## config.mk

```make
export PLATFORM = sky130hd
export DESIGN_NAME = dcache_plru
export DESIGN_NICKNAME = d
export VERILOG_FILES = /design/src/dcache_plru.sv
export VERILOG_INCLUDE_DIRS = /design/src
export SDC_FILE = /design/constraint.sdc
export NUM_CORES = 1
export LEC_CHECK = 0
export ABC_AREA = 1
export BUFFER_PORTS_ARGS = -buffer_cell sky130_fd_sc_hd__buf_2
export CORE_UTILIZATION = 25
export CTS_CLUSTER_SIZE = 8
export DETAILED_ROUTE_END_ITERATION = 12
export PLACE_DENSITY = 0.39
export REMOVE_ABC_BUFFERS = 1
export SYNTH_ARGS = -nofsm -noshare
export SYNTH_HDL_FRONTEND = slang
export SYNTH_SLANG_ARGS = --single-unit
```

## constraint.sdc

```tcl
create_clock -name clk -period 1.65 [get_ports clk]
set_input_delay 0.165 -clock clk [delete_from_list [all_inputs] [get_ports clk]]
set_output_delay 0.165 -clock clk [all_outputs]
set_load 0.05 [all_outputs]
```

## src/dcache_consts.svh

```systemverilog
`ifndef DCACHE_CONSTS_SVH
`define DCACHE_CONSTS_SVH

// ====================
// Address and data widths
// ====================

`define DC_PADDR_W      32
`define DC_XLEN         64
`define DC_LINE_BYTES   64
`define DC_LINE_W       (`DC_LINE_BYTES * 8)

// ====================
// Cache geometry
// ====================

// 4 ways x 16 sets x 64 bytes
`define DC_NUM_WAYS     4
`define DC_NUM_SETS     16
`define DC_OFFSET_W     6
`define DC_INDEX_W      4
`define DC_TAG_W        22
`define DC_WAY_W        2
`define DC_WORD_SEL_W   3
`define DC_STRB_W       (`DC_XLEN / 8)

`endif
```

## src/dcache_plru.sv

```systemverilog
`timescale 1ns/1ps
`default_nettype none

`include "dcache_consts.svh"

module dcache_plru (
    input  logic                    clk,
    input  logic                    rst_n,
    input  logic [`DC_INDEX_W-1:0]  index,
    input  logic                    touch,
    input  logic [`DC_WAY_W-1:0]    touch_way,
    output logic [`DC_WAY_W-1:0]    victim_way
);

    // Bit 0 picks the pair, bit 1 and bit 2 pick within a pair
    logic [2:0] tree_q [`DC_NUM_SETS];
    logic [2:0] cur_tree;
    logic [2:0] next_tree;

    assign cur_tree = tree_q[index];

    always_comb begin
        if (!cur_tree[0])
            victim_way = cur_tree[1] ? 2'd0 : 2'd1;
        else
            victim_way = cur_tree[2] ? 2'd2 : 2'd3;
    end

    // Point every node on the path away from the touched way
    always_comb begin
        next_tree = cur_tree;
        if (touch_way[1]) begin
            next_tree[0] = 1'b0;
            next_tree[2] = touch_way[0];
        end else begin
            next_tree[0] = 1'b1;
            next_tree[1] = touch_way[0];
        end
    end

    always_ff @(posedge clk or negedge rst_n) begin
        if (!rst_n) begin
            for (int s = 0; s < `DC_NUM_SETS; s++)
                tree_q[s] <= '0;
        end else if (touch) begin
            tree_q[index] <= next_tree;
        end
    end

endmodule

`default_nettype wire

```

* After elaboration in Yosys (flattened, before gate mapping)
Index checks and enable logic that the tools add are counted.
** Storage, ports and cells
- Register bits after elaboration :: 48
- Output and inout port bits :: 2
** Cells by class
- Magnitude comparators :: 2
- Multiplexer cells :: 12
- Bitwise logic cells :: 1
- Reductions and logical operators :: 1
** Operators with widths (count)
- bitwise mux 48 bit :: 1
- binary-select mux 3 bit (select 4 bit) :: 1
- demux 3 bit (select 4 bit) :: 1
- two-way mux 3 bit :: 3
- >= comparator 5 bit (second input constant) :: 1
- less-than comparator 5 x 1 -> 1 bit (second input constant) :: 1
- two-way mux 1 bit :: 5
- NOT 4 -> 5 bit :: 1
- two-way mux 2 bit :: 1
- logical AND 1 bit :: 1

* Depth between registers and ports, before layout
- Word-level depth :: 6
- Mapped depth :: 13
- Depth with buffers taken out :: 11

* Worst setup path before layout
Ideal clock, no wire load.
- Kind :: input -> output
- From :: input port index[1]
- To :: output port victim_way[0]
- Arrival :: 1.653 ns
- Data required time :: 1.485 ns
- Path slack :: -0.168 ns
- Stages :: 10
- Buffers on the path :: 1
- Path through :: buf_2 -> nor2_1 -> nand2_1 -> o21ai_0 -> o21ai_0 -> nand2_1 -> inv_1 -> nand2_1 -> nand2_1 -> nand2_1
** On the way
- Longest elaborated chain between the ends :: 6
- Elaborated cells between the ends (all ways) :: 7
- Classes of those cells :: mux (6); bitwise (1)
** Ends and longest elaborated chain
- start, declared :: line dcache_plru.sv:9 : input logic [`DC_INDEX_W-1:0] index,
- NOT 4 -> 5 bit (not written as such) * :: line dcache_plru.sv:20 : assign cur_tree = tree_q[index];
- binary-select mux 3 bit (select 4 bit) * :: line dcache_plru.sv:20
- two-way mux 3 bit (not written as such) * (2 in a row) :: line dcache_plru.sv:20
- two-way mux 1 bit (on tied branches) :: line dcache_plru.sv:24, dcache_plru.sv:26
- two-way mux 2 bit * :: line dcache_plru.sv:23 : if (!cur_tree[0])
- end, declared :: line dcache_plru.sv:12 : output logic [`DC_WAY_W-1:0] victim_way
Every way passes the cells marked *; elsewhere a longest branch is shown, timed or not. The select of a mux whose other input is x is not followed.

* Worst setup path after layout
- From :: register tree_q[21] in the netlist's numbering
- To :: output port victim_way[0]
** On the way
- Longest elaborated chain between the ends :: 4
** Ends and longest elaborated chain
- start, declared :: line dcache_plru.sv:16 : logic [2:0] tree_q [`DC_NUM_SETS];
- start signal, assigned by index :: line dcache_plru.sv:46 : tree_q[index] <= next_tree;
- binary-select mux 3 bit (select 4 bit) :: line dcache_plru.sv:20
- two-way mux 3 bit (not written as such) (2 in a row) :: line dcache_plru.sv:20
- two-way mux 2 bit :: line dcache_plru.sv:23
Every way passes these cells. The select of a mux whose other input is x is not followed.

==> flow_summary.yaml <==
routing:
  drt-total-wl_mm: 7.29
  vias_per_cell: 4.21
  drtPass1Iterations: 4
  wire_per_inst_um: 13.8
  drt_iter0_markers: 116
  detail-route-antenna-nets: 0
  drc: 0
  num_vias: 2228
global_routing:
  grt.total_usage: 0.151
  grtUsageMet2: 0.243
  grt_pass1_wl_mm: 11.7
  first_global_vias: 2113
  antenna_found_initial: 0
  grt-busiest-layer: "met2"
  gr-usage-met3: 0.0246
  overflow: 0
  grtUsageMet1: 0.214
  grt_max_degree: 20
yosys:
  syn_inst: 366
  synth_seq_cells: 48
  synth.area.mux_share: 0
  synth-seq-area-share: 0.480
  async_reset_ff_frac: 1.00
  netlist_area_um2: 2500
  synth-edff-count: 0
  synth_ff_type: "dfrtp_1"
  synth_compound_area_frac: 0.0490
  synth_cell_type_count: 16
  synthXorXnorAreaFrac: 0
  syn_avg_cell_area_um2: 6.84
  synthSimpleGateAreaFrac: 0.396
  synth_top_family_by_area: "simple AND/OR/NAND/NOR gates"
  yosysWarnings: 0
  synth_adder_area_share: 0
finish:
  multi_input_area_um2: 1140
  n_antenna_cell: 0
  regArea_um2: 1200
  drive_gt1_frac: 0.131
  syn_to_final_growth_pct: 20.4
  nNetsFinal: 405
  fillers: 1098
  top_regs: "tree_q x48"
  final_area_um2: 3010
  largest_reg_flops: 48
  top_register: "tree_q"
worst_setup_path:
  cp-end-kind: "output port"
  crit_fanout: 2
  crit_arrival_ns: 1.48
  critPathLaunch: "tree_q[21]$_DFFE_PN0P_"
  critPathLaunchType: "flop"
  path_class: "flop to output port"
  reg2reg_from: "tree_q[23]$_DFFE_PN0P_"
  cp.required_ns: 1.48
power:
  ir_worst_vdd_mv: 0.314
  total_power_mw: 3.06
  power_density_nw_per_um2: 1020
  p_leak_nw: 1.59
cts:
  cts_sinks: 48
  h-tree-depth: 2
  cts-root-buf: "clkbuf_8"
  clkTransAtPathRegs_ns: 0.09
  clock_latency_ns: 0.30
  cts.path.max_buffers: 2
  numCtsBuffers: 5
  tritoncts: "yes"
sta:
  setup_viol: 0
  finalHoldViolCount: 0
  period_needed_ns: 1.65
  maxSlewHeadroom: 0.671
  skew_ns: 0.00954
  setup_ws_ns: 0.00470
  fmax_ghz: 0.608
  finalCritPeriodShare: 0.997
  slew_viol_final: 0
  worstMarginPinSlew_ns: 0.494
  rsz0062_at_grt: "yes"
hold_path:
  hold_start: "touch_way[1]"
  min_path_type: "input port to flop"
die:
  ioPinCount: 11
  start_util: 0.257
  die_w_um: 102
  fp.dieH_um: 102
  dieArea_um2: 10400
  rows: 36
  core_area_um2: 9730
placement:
  place.gp.congestion: 0.778
  place_hpwl_mm: 5.33
  place_area_um2: 2850
  portBuffers: 10
  dp_slack_ns: 0.0350
run_status:
  outcome: "finished clean"
job:
  maxCapViolCount: 0
[critical path, stage by stage, from the launching register on]
cell	delay, ns
dfrtp_1	0.41
nand2_1	0.06
o21ai_0	0.08
o21ai_1	0.13
nand2_1	0.08
inv_2	0.08
nand2_2	0.07
nand2_1	0.07
nand2_2	0.06
buf_8	0.14
[what timing repair did]
action,CTS,global route
endpoints found under the setup margin,2,3
pin swaps,5,5
hold buffers,1,0
hold endpoints to repair,16,0
resized for setup,5,14
buffers inserted,2,2
gates cloned,0,0
[Yosys cell counts (2+ instances only)]
master    count  share of area
clkbuf_1      3         0.0045
buf_6         2         0.0090
nand3_1      34          0.068
nand2_2       2         0.0050
nand2_1     187           0.28
inv_2         2         0.0030
dfrtp_1      48           0.48
nor2_1       25          0.038
o21ai_0      22          0.044
buf_2         3         0.0060
inv_1        33          0.050
[cell families after synthesis]
kind of cell | count (synthesis)
compound gates | 24
flops | 48
buf+inv | 44
simple gates | 250
[cells in the final DEF (no fill, tap or decap), types with 2 or more instances in the layout]
master / netlist / layout
dfrtp_1: 48 / 48
buf_4: 1 / 16
o21ai_0: 22 / 20
nand2_2: 2 / 7
nor2_1: 25 / 24
nand2_1: 187 / 182
buf_2: 3 / 8
nand3_1: 34 / 33
buf_12: 0 / 5
inv_2: 2 / 5
clkbuf_8: 0 / 5
inv_1: 33 / 30
o21ai_1: 0 / 2
[per-layer routing]
metal / vias up / share of wire
li1: 1181 / -
met1: 1001 / 0.50
met2: 42 / 0.46
met3: 4 / 0.035
met4: 0 / 0.0060
met5: - / 0
[cell type report]
| cell class | count | area share |
|---|---|---|
| flip-flops and latches | 48 | 0.399 |
| multi-input cells | 274 | 0.378 |
| repair buffers | 32 | 0.0985 |
| well taps | 133 | 0.0553 |
| inverters | 35 | 0.0436 |
| clock buffers | 6 | 0.0241 |
| clock inverters | 1 | 0.00166 |
[per-stage QoR]
stage	hold slack, ns	setup TNS, ns	std cells	utilization
2_1_floorplan	-0.131	-0.0393	357	-
3_3_place_gp	0.158	0	517	0.293
3_5_place_dp	0.159	0	517	0.293
4_1_cts	0.169	-0.0409	527	0.305
5_1_grt	0.176	-0.136	529	0.310
6_report	0.171	0	529	0.310
[path summary, 6_finish.rpt]
check	end	slack, ns	cells after the start
setup / recovery	victim_way[0]	0.005	9
hold / removal	tree_q[21]$_DFFE_PN0P_	0.17	2
setup reg to reg	tree_q[5]$_DFFE_PN0P_	0.19	12
hold reg to reg	tree_q[27]$_DFFE_PN0P_	0.50	2
max in group asynchronous	tree_q[10]$_DFFE_PN0P_	0.77	3
min in group asynchronous	tree_q[23]$_DFFE_PN0P_	0.36	2
[power breakdown]
group	leakage (nW)	internal [mW]	switching, mW
clock network	0.0410	0.289	0.381
registers	0.611	1.43	0.153
logic	0.939	0.331	0.473
Power figures use the tool's default switching activity.
