### config.mk
export PLATFORM = sky130hd
export DESIGN_NAME = dcache_tag_store
export DESIGN_NICKNAME = d
export VERILOG_FILES = /design/src/dcache_pkg.sv /design/src/dcache_tag_store.sv
export VERILOG_INCLUDE_DIRS = /design/src
export SDC_FILE = /design/constraint.sdc
export NUM_CORES = 2
export LEC_CHECK = 0
export BUFFER_PORTS_ARGS = -buffer_cell sky130_fd_sc_hd__buf_2
export CORE_ASPECT_RATIO = 1.25
export CORE_MARGIN = 2
export CORE_UTILIZATION = 50
export DETAILED_ROUTE_END_ITERATION = 10
export PLACE_DENSITY = 0.71
export SLEW_MARGIN = 0
export SYNTH_ARGS = -nofsm -noshare
export SYNTH_HDL_FRONTEND = slang
export SYNTH_SLANG_ARGS = --single-unit
### constraint.sdc
create_clock -name clk -period 5.4 [get_ports clk]
set_clock_uncertainty 0.2 [all_clocks]
set_input_delay 1.08 -clock clk [delete_from_list [all_inputs] [get_ports clk]]
set_output_delay 1.08 -clock clk [all_outputs]
set_load 0.05 [all_outputs]
### src/dcache_consts.svh
`ifndef DCACHE_CONSTS_SVH
`define DCACHE_CONSTS_SVH

// ====================
// Address and data widths
// ====================

`define DC_PADDR_W      32
`define DC_XLEN         64
`define DC_LINE_BYTES   64
`define DC_LINE_W       (`DC_LINE_BYTES * 8)

// ====================
// Cache geometry
// ====================

// 4 ways x 16 sets x 64 bytes
`define DC_NUM_WAYS     4
`define DC_NUM_SETS     16
`define DC_OFFSET_W     6
`define DC_INDEX_W      4
`define DC_TAG_W        22
`define DC_WAY_W        2
`define DC_WORD_SEL_W   3
`define DC_STRB_W       (`DC_XLEN / 8)

`endif
### src/dcache_pkg.sv
`default_nettype none

`include "dcache_consts.svh"

package dcache_pkg;

    // Physical address as seen by the cache
    typedef struct packed {
        logic [`DC_TAG_W-1:0]                   tag;
        logic [`DC_INDEX_W-1:0]                 index;
        logic [`DC_WORD_SEL_W-1:0]              word_sel;
        logic [`DC_OFFSET_W-`DC_WORD_SEL_W-1:0] byte_off;
    } paddr_fields_t;

    // Flat on the memory side, split inside the cache
    typedef union packed {
        logic [`DC_PADDR_W-1:0] flat;
        paddr_fields_t          f;
    } paddr_u;

    typedef struct packed {
        paddr_u                 addr;
        logic [`DC_XLEN-1:0]    wdata;
        logic [`DC_STRB_W-1:0]  wstrb;
        logic                   we;
    } cache_req_t;

    // Line-granular memory request
    typedef struct packed {
        logic                   we;
        logic [`DC_PADDR_W-1:0] addr;
        logic [`DC_LINE_W-1:0]  wdata;
    } mem_req_t;

    typedef struct packed {
        logic                   valid;
        logic                   dirty;
        logic [`DC_TAG_W-1:0]   tag;
    } tag_entry_t;

    typedef enum logic [2:0] {
        S_IDLE,
        S_TAG_CHECK,
        S_HIT,
        S_WB,
        S_REFILL,
        S_INSTALL,
        S_FLUSH_SCAN,
        S_FLUSH_WB
    } dc_state_t;

endpackage

`default_nettype wire

### src/dcache_tag_store.sv
`timescale 1ns/1ps
`default_nettype none

`include "dcache_consts.svh"

module dcache_tag_store import dcache_pkg::*; (
    input  logic                    clk,
    input  logic                    rst_n,
    input  logic [`DC_INDEX_W-1:0]  rd_index,
    input  logic [`DC_INDEX_W-1:0]  flush_index,
    input  logic [`DC_WAY_W-1:0]    flush_way,
    input  logic [`DC_TAG_W-1:0]    cmp_tag,
    input  logic                    wr_en,
    input  logic [`DC_WAY_W-1:0]    wr_way,
    input  tag_entry_t              wr_entry,
    input  logic [`DC_WAY_W-1:0]    victim_way,
    output logic                    hit,
    output logic [`DC_WAY_W-1:0]    hit_way,
    output tag_entry_t              victim_entry,
    output tag_entry_t              flush_entry
);

    // State bits per set, one bit per way
    logic [`DC_NUM_WAYS-1:0] valid_q [`DC_NUM_SETS];
    logic [`DC_NUM_WAYS-1:0] dirty_q [`DC_NUM_SETS];
    logic [`DC_TAG_W-1:0]    tag_q   [`DC_NUM_SETS][`DC_NUM_WAYS];

    function automatic tag_entry_t entry_at(
        input logic [`DC_INDEX_W-1:0] set,
        input logic [`DC_WAY_W-1:0]   way
    );
        tag_entry_t e;
        e.valid = valid_q[set][way];
        e.dirty = dirty_q[set][way];
        e.tag   = tag_q[set][way];
        return e;
    endfunction

    // ====================
    // Parallel tag compare
    // ====================

    always_comb begin
        hit     = 1'b0;
        hit_way = '0;
        for (int w = 0; w < `DC_NUM_WAYS; w++) begin
            if (valid_q[rd_index][w] && (tag_q[rd_index][w] == cmp_tag)) begin
                hit     = 1'b1;
                hit_way = w[`DC_WAY_W-1:0];
            end
        end
    end

    assign victim_entry = entry_at(rd_index, victim_way);
    assign flush_entry  = entry_at(flush_index, flush_way);

    always_ff @(posedge clk or negedge rst_n) begin
        if (!rst_n) begin
            for (int s = 0; s < `DC_NUM_SETS; s++) begin
                valid_q[s] <= '0;
                dirty_q[s] <= '0;
            end
        end else if (wr_en) begin
            valid_q[rd_index][wr_way] <= wr_entry.valid;
            dirty_q[rd_index][wr_way] <= wr_entry.dirty;
        end
    end

    always_ff @(posedge clk) begin
        if (wr_en)
            tag_q[rd_index][wr_way] <= wr_entry.tag;
    end

endmodule

`default_nettype wire

* Word-level counts from Yosys, hierarchy flattened
Memories as Yosys holds them, arrays and structs flattened.
Index checks and enable logic that the tools add are counted.
** Storage, ports and cells
- Flip-flop bits (word level) :: 128
- Latch bits :: 0
- RAM bits :: 1408
- ROM bits :: 0
- Bits of input ports :: 63
- Output and inout port bits :: 51
- Memories kept :: 1
** Cells by class
- Add/subtract/negate cells :: 0
- Multipliers :: 0
- Div/mod/pow operators :: 0
- Magnitude comparators :: 11
- Eq/ne operators :: 4
- Shift operators :: 0
- Multiplexer cells :: 43
- Bitwise gates (word level) :: 5
- Reductions and logical operators :: 7
** Memories
- tag_q :: depth 16, width 88, rd ports 2, clocked after Yosys merged registers in 0, write ports 1, line dcache_tag_store.sv:26 : logic [`DC_TAG_W-1:0] tag_q [`DC_NUM_SETS][`DC_NUM_WAYS];
** Operators with widths (number)
- $bwmux 64 :: 2
- $mux 22 :: 5
- $bmux 22 s2 :: 2
- $eq 22x22->1 :: 4
- $mux 88 :: 1
- $bmux 4 s4 :: 4
- $demux 22 s2 :: 1
- $mux 4 :: 9
- $demux 4 s4 :: 1
- $mux 1 :: 11
- $ge 5x5->1 const B :: 2
- $not 4->5 :: 2
- $ge 3x3->1 const B :: 3
- $lt 2x3->1 const B :: 3
- $not 2->3 :: 3
- $bmux 1 s2 :: 4
- $logic_and 1x1->1 :: 7
- $lt 5x1->1 const B :: 1
- $mux 2 :: 2
- $lt 3x1->1 const B :: 1
- $demux 1 s2 :: 1
- $ge 2x1->1 const B :: 1

* Logic depth before layout (Yosys ltp)
- Word-level depth :: 9
- Gate-level depth with buffers :: 15

* Worst setup path after synthesis
Ideal clock, no wire load.
- Path type :: input -> output
- Start point :: input rd_index[0]
- End point :: output hit
- Arrival time :: 4.312 ns
- Setup slack :: -0.192 ns
- Stages on the path :: 11
- Path buffers :: 4
- Cell sequence :: buf_6 > buf_4 > buf_6 > buf_2 > mux4_2 > a222oi_1 > nand3_1 > a21oi_1 > a41oi_1 > or4_1 > o2111ai_1
** Between the ends
- Cells in the longest elaborated chain, start to end :: 9
- Elaborated cells on any way between the ends :: 17
- Classes of those cells :: eq/ne (4); mux (7); bitwise (1); reduce/logical (4); memory (1)
** Ends and longest elaborated chain
- from (decl) :: line dcache_tag_store.sv:9 : input logic [`DC_INDEX_W-1:0] rd_index,
- parallel branches: the longest is 8 deep, another holds $mem_v2 16x88
- $mux 1 * :: line dcache_tag_store.sv:47 : if (valid_q[rd_index][w] && (tag_q[rd_index][w] == cmp_tag)) begin
- to (decl) :: line dcache_tag_store.sv:17 : output logic hit,
Every way passes the cells marked *. The select of a mux whose other input is x is not followed.

* Worst setup path in the final report
- Start point :: input rd_index[1]
- End point :: output hit
The elaborated chain is that of the path after synthesis.

==> qor.csv <==
metric;value;unit
clockBufferDepth;3;
startpoint_type;input pin;
gp_congestion;1.01;
critical_path.most_common_cell;buf_4;
portBuffers;113;
crit_buf_inv;10;
grt_max_degree;65;
crit_path_start;rd_index[1];
syn_nets;4038;
synth_edf_count;1408;
layout-drive-gt1-share;46.2;%
finalSetupViolCount;4;
synth_area;0.0757;mm²
worst_slack;-0.326;ns
rsz0062_at_grt;yes;
ys_seq_elements;1536;
reg2reg_depth;1;
peakVddDrop;0.000268;V
ant_nets;0;
cp.required;4.12;ns
die_h;439;µm
h-tree-depth;4;
p_per_area;313;mW/mm²
final_cell_area;0.0898;mm²
maxCapViolCount;0;
slew_headroom;5.26;%
path_clk_slew;0.06;ns
placed_area;0.0836;mm²
dp.cells;6386;
core.rowCount;159;
grt_antenna_before_repair;27;
slew_viol_final;0;
path_depth;16;
finalSetupTns;-0.703;ns
post-route-util;59.8;%
grt_usage;36.0;%
hold_violations;0;
cp-end-kind;output port;
fin_cells;6726;
cp_top_family;buffers and inverters;
cts-root-buf;clkbuf_16;
num_vias;48800;
hold_buffers;0;
hold_class;in2async;
grt_overflow;0;
r2r_end;dirty_q[14]$_DFFE_PN0P_;
vias_per_cell;7.26;
first_pass_iters;6;
min_period;5.73;ns
synth_cell_types;74;
layout_commonest_cell;edfxtp_1;
cp_max_fo;14;
violations;negative setup slack;
cts_buffers;153;
synth.avg_cell_area;19.0;µm²
cts_tree;done;
min_period_over_period;106;%
drt-total-wl;279000;µm
die_area;0.155;mm²
grt_pass1_wl;383000;µm
final_cell_mix;1,408 x edfxtp_1, 849 x mux4_2, 552 x buf_4, 235 x mux2i_1, 188 x mux2_2;
hold_ws;0.0209;ns
wl_per_cell;41.5;µm
clkLatencyLatePin;0.82;ns
cp_cell_sequence;buf_8, buf_4, inv_4, buf_6, buf_4, mux2i_1, buf_4, xnor2_1, nand4_1, a2111oi_4, buf_4, nand4_1, buf_6, o2111ai_4, buf_6, buf_12;
critPathMaxStageDelay;0.44;ns
core;0.150;mm²
synth_cells;3975;
critical_path_class;in2out;
synth_warnings;0;
synth_seq_area_share;60.1;%
io_pins;114;
clock-sinks;1536;
finalPower;28.1;mW
crit_end;hit;
slowest_stage;a2111oi_4;
start_util;50.4;%
nNetsFinal;4651;
grt_pass1_vias;48100;
drc;0;
dp_worst_setup_slack;-0.631;ns
tightest_slew;1.42;ns
cp_data_arrival_time;4.45;ns
dr.first_iter.drc_count;7982;
synthArstFlopShare;8.33;%
status;complete, but fails checks;
die_x;352;µm
synthToLayoutAreaGrowth;18.7;%
r2r_start;dirty_q[14]$_DFFE_PN0P_;
dp.final_hpwl;190000;µm
synth_ff_type;edfxtp_1;
fmax;0.175;GHz
rrSetupSlack;4.40;ns
power_leakage;30.7;nW
[kinds of logic after synthesis]
group	synth area share, %
DFF	60.1
buffers and inverters	2.24
AOI/OAI and AO/OA	3.00
xor gates and xnor gates	0.926
muxes	31.5
and+or+nand+nor	2.27
[flip-flops by register name (all words and copies together) (netlist names)]
| name | cells |
|---|---|
| dirty_q | 64 |
| tag_q | 1408 |
| valid_q | 64 |
[synth_stat cells, drive strengths merged (37+ instances only)]
cell type,instances,area share (%)
edfxtp,1408,56
mux4,852,25
mux2i,246,3.3
mux2,190,2.8
buf,167,1.3
clkbuf,161,0.80
nand2,152,0.76
dfrtp,128,4.2
nor2,99,0.49
a22oi,71,0.70
xnor2,64,0.74
o21ai,62,0.41
a21oi,45,0.30
o22ai,37,0.31
[worst min-delay path by stage]
| stage | slack (ns) | to | cells after the start |
|---|---|---|---|
| after floorplan | 0.29 | dirty_q[52]$_DFFE_PN0P_ | 1 |
| after detailed placement | 0.31 | dirty_q[54]$_DFFE_PN0P_ | 1 |
| after CTS | 0.02 | valid_q[5]$_DFFE_PN0P_ | 1 |
| final | 0.02 | valid_q[5]$_DFFE_PN0P_ | 1 |
| after global placement | 0.30 | dirty_q[53]$_DFFE_PN0P_ | 1 |
| after global routing | 0.05 | valid_q[5]$_DFFE_PN0P_ | 1 |
[repair_timing]
| item | in CTS | in global routing |
|---|---|---|
| pin swaps | 15 | 24 |
| setup endpoints to repair | 9 | 9 |
| setup buffers | 17 | 35 |
| cloned | 6 | 4 |
| gates resized for setup | 77 | 84 |
[power breakdown]
group          internal [mW]  switching (mW)  leakage, nW  total (mW)
clock                   5.96            4.81         2.39        10.8
combinational           1.72            2.30         14.0        4.02
sequential              13.2           0.127         14.4        13.3
total                   20.9            7.24         30.7        28.1
[metal layers]
metal | share of wire, % | wire (µm) | GRT usage, % | vias up
met5 | 0.085 | 238 | 0 | -
met4 | 8.1 | 22500 | 23.7 | 38
met3 | 13 | 35300 | 10.2 | 905
met2 | 46 | 128000 | 55.2 | 4040
met1 | 33 | 92600 | 45.1 | 25600
li1 | - | - | - | 18200
[final cells by class]
type	instances	area (µm²)
well taps	2012	2520
clock buffers	183	3950
inverters	31	121
clock inverters	89	991
multi-input cells	2081	29300
flip-flops and latches	1536	45500
fillers	10800	60400
repair buffers	785	7420
diodes	9	22.5
(Power assumes the default switching activity.)
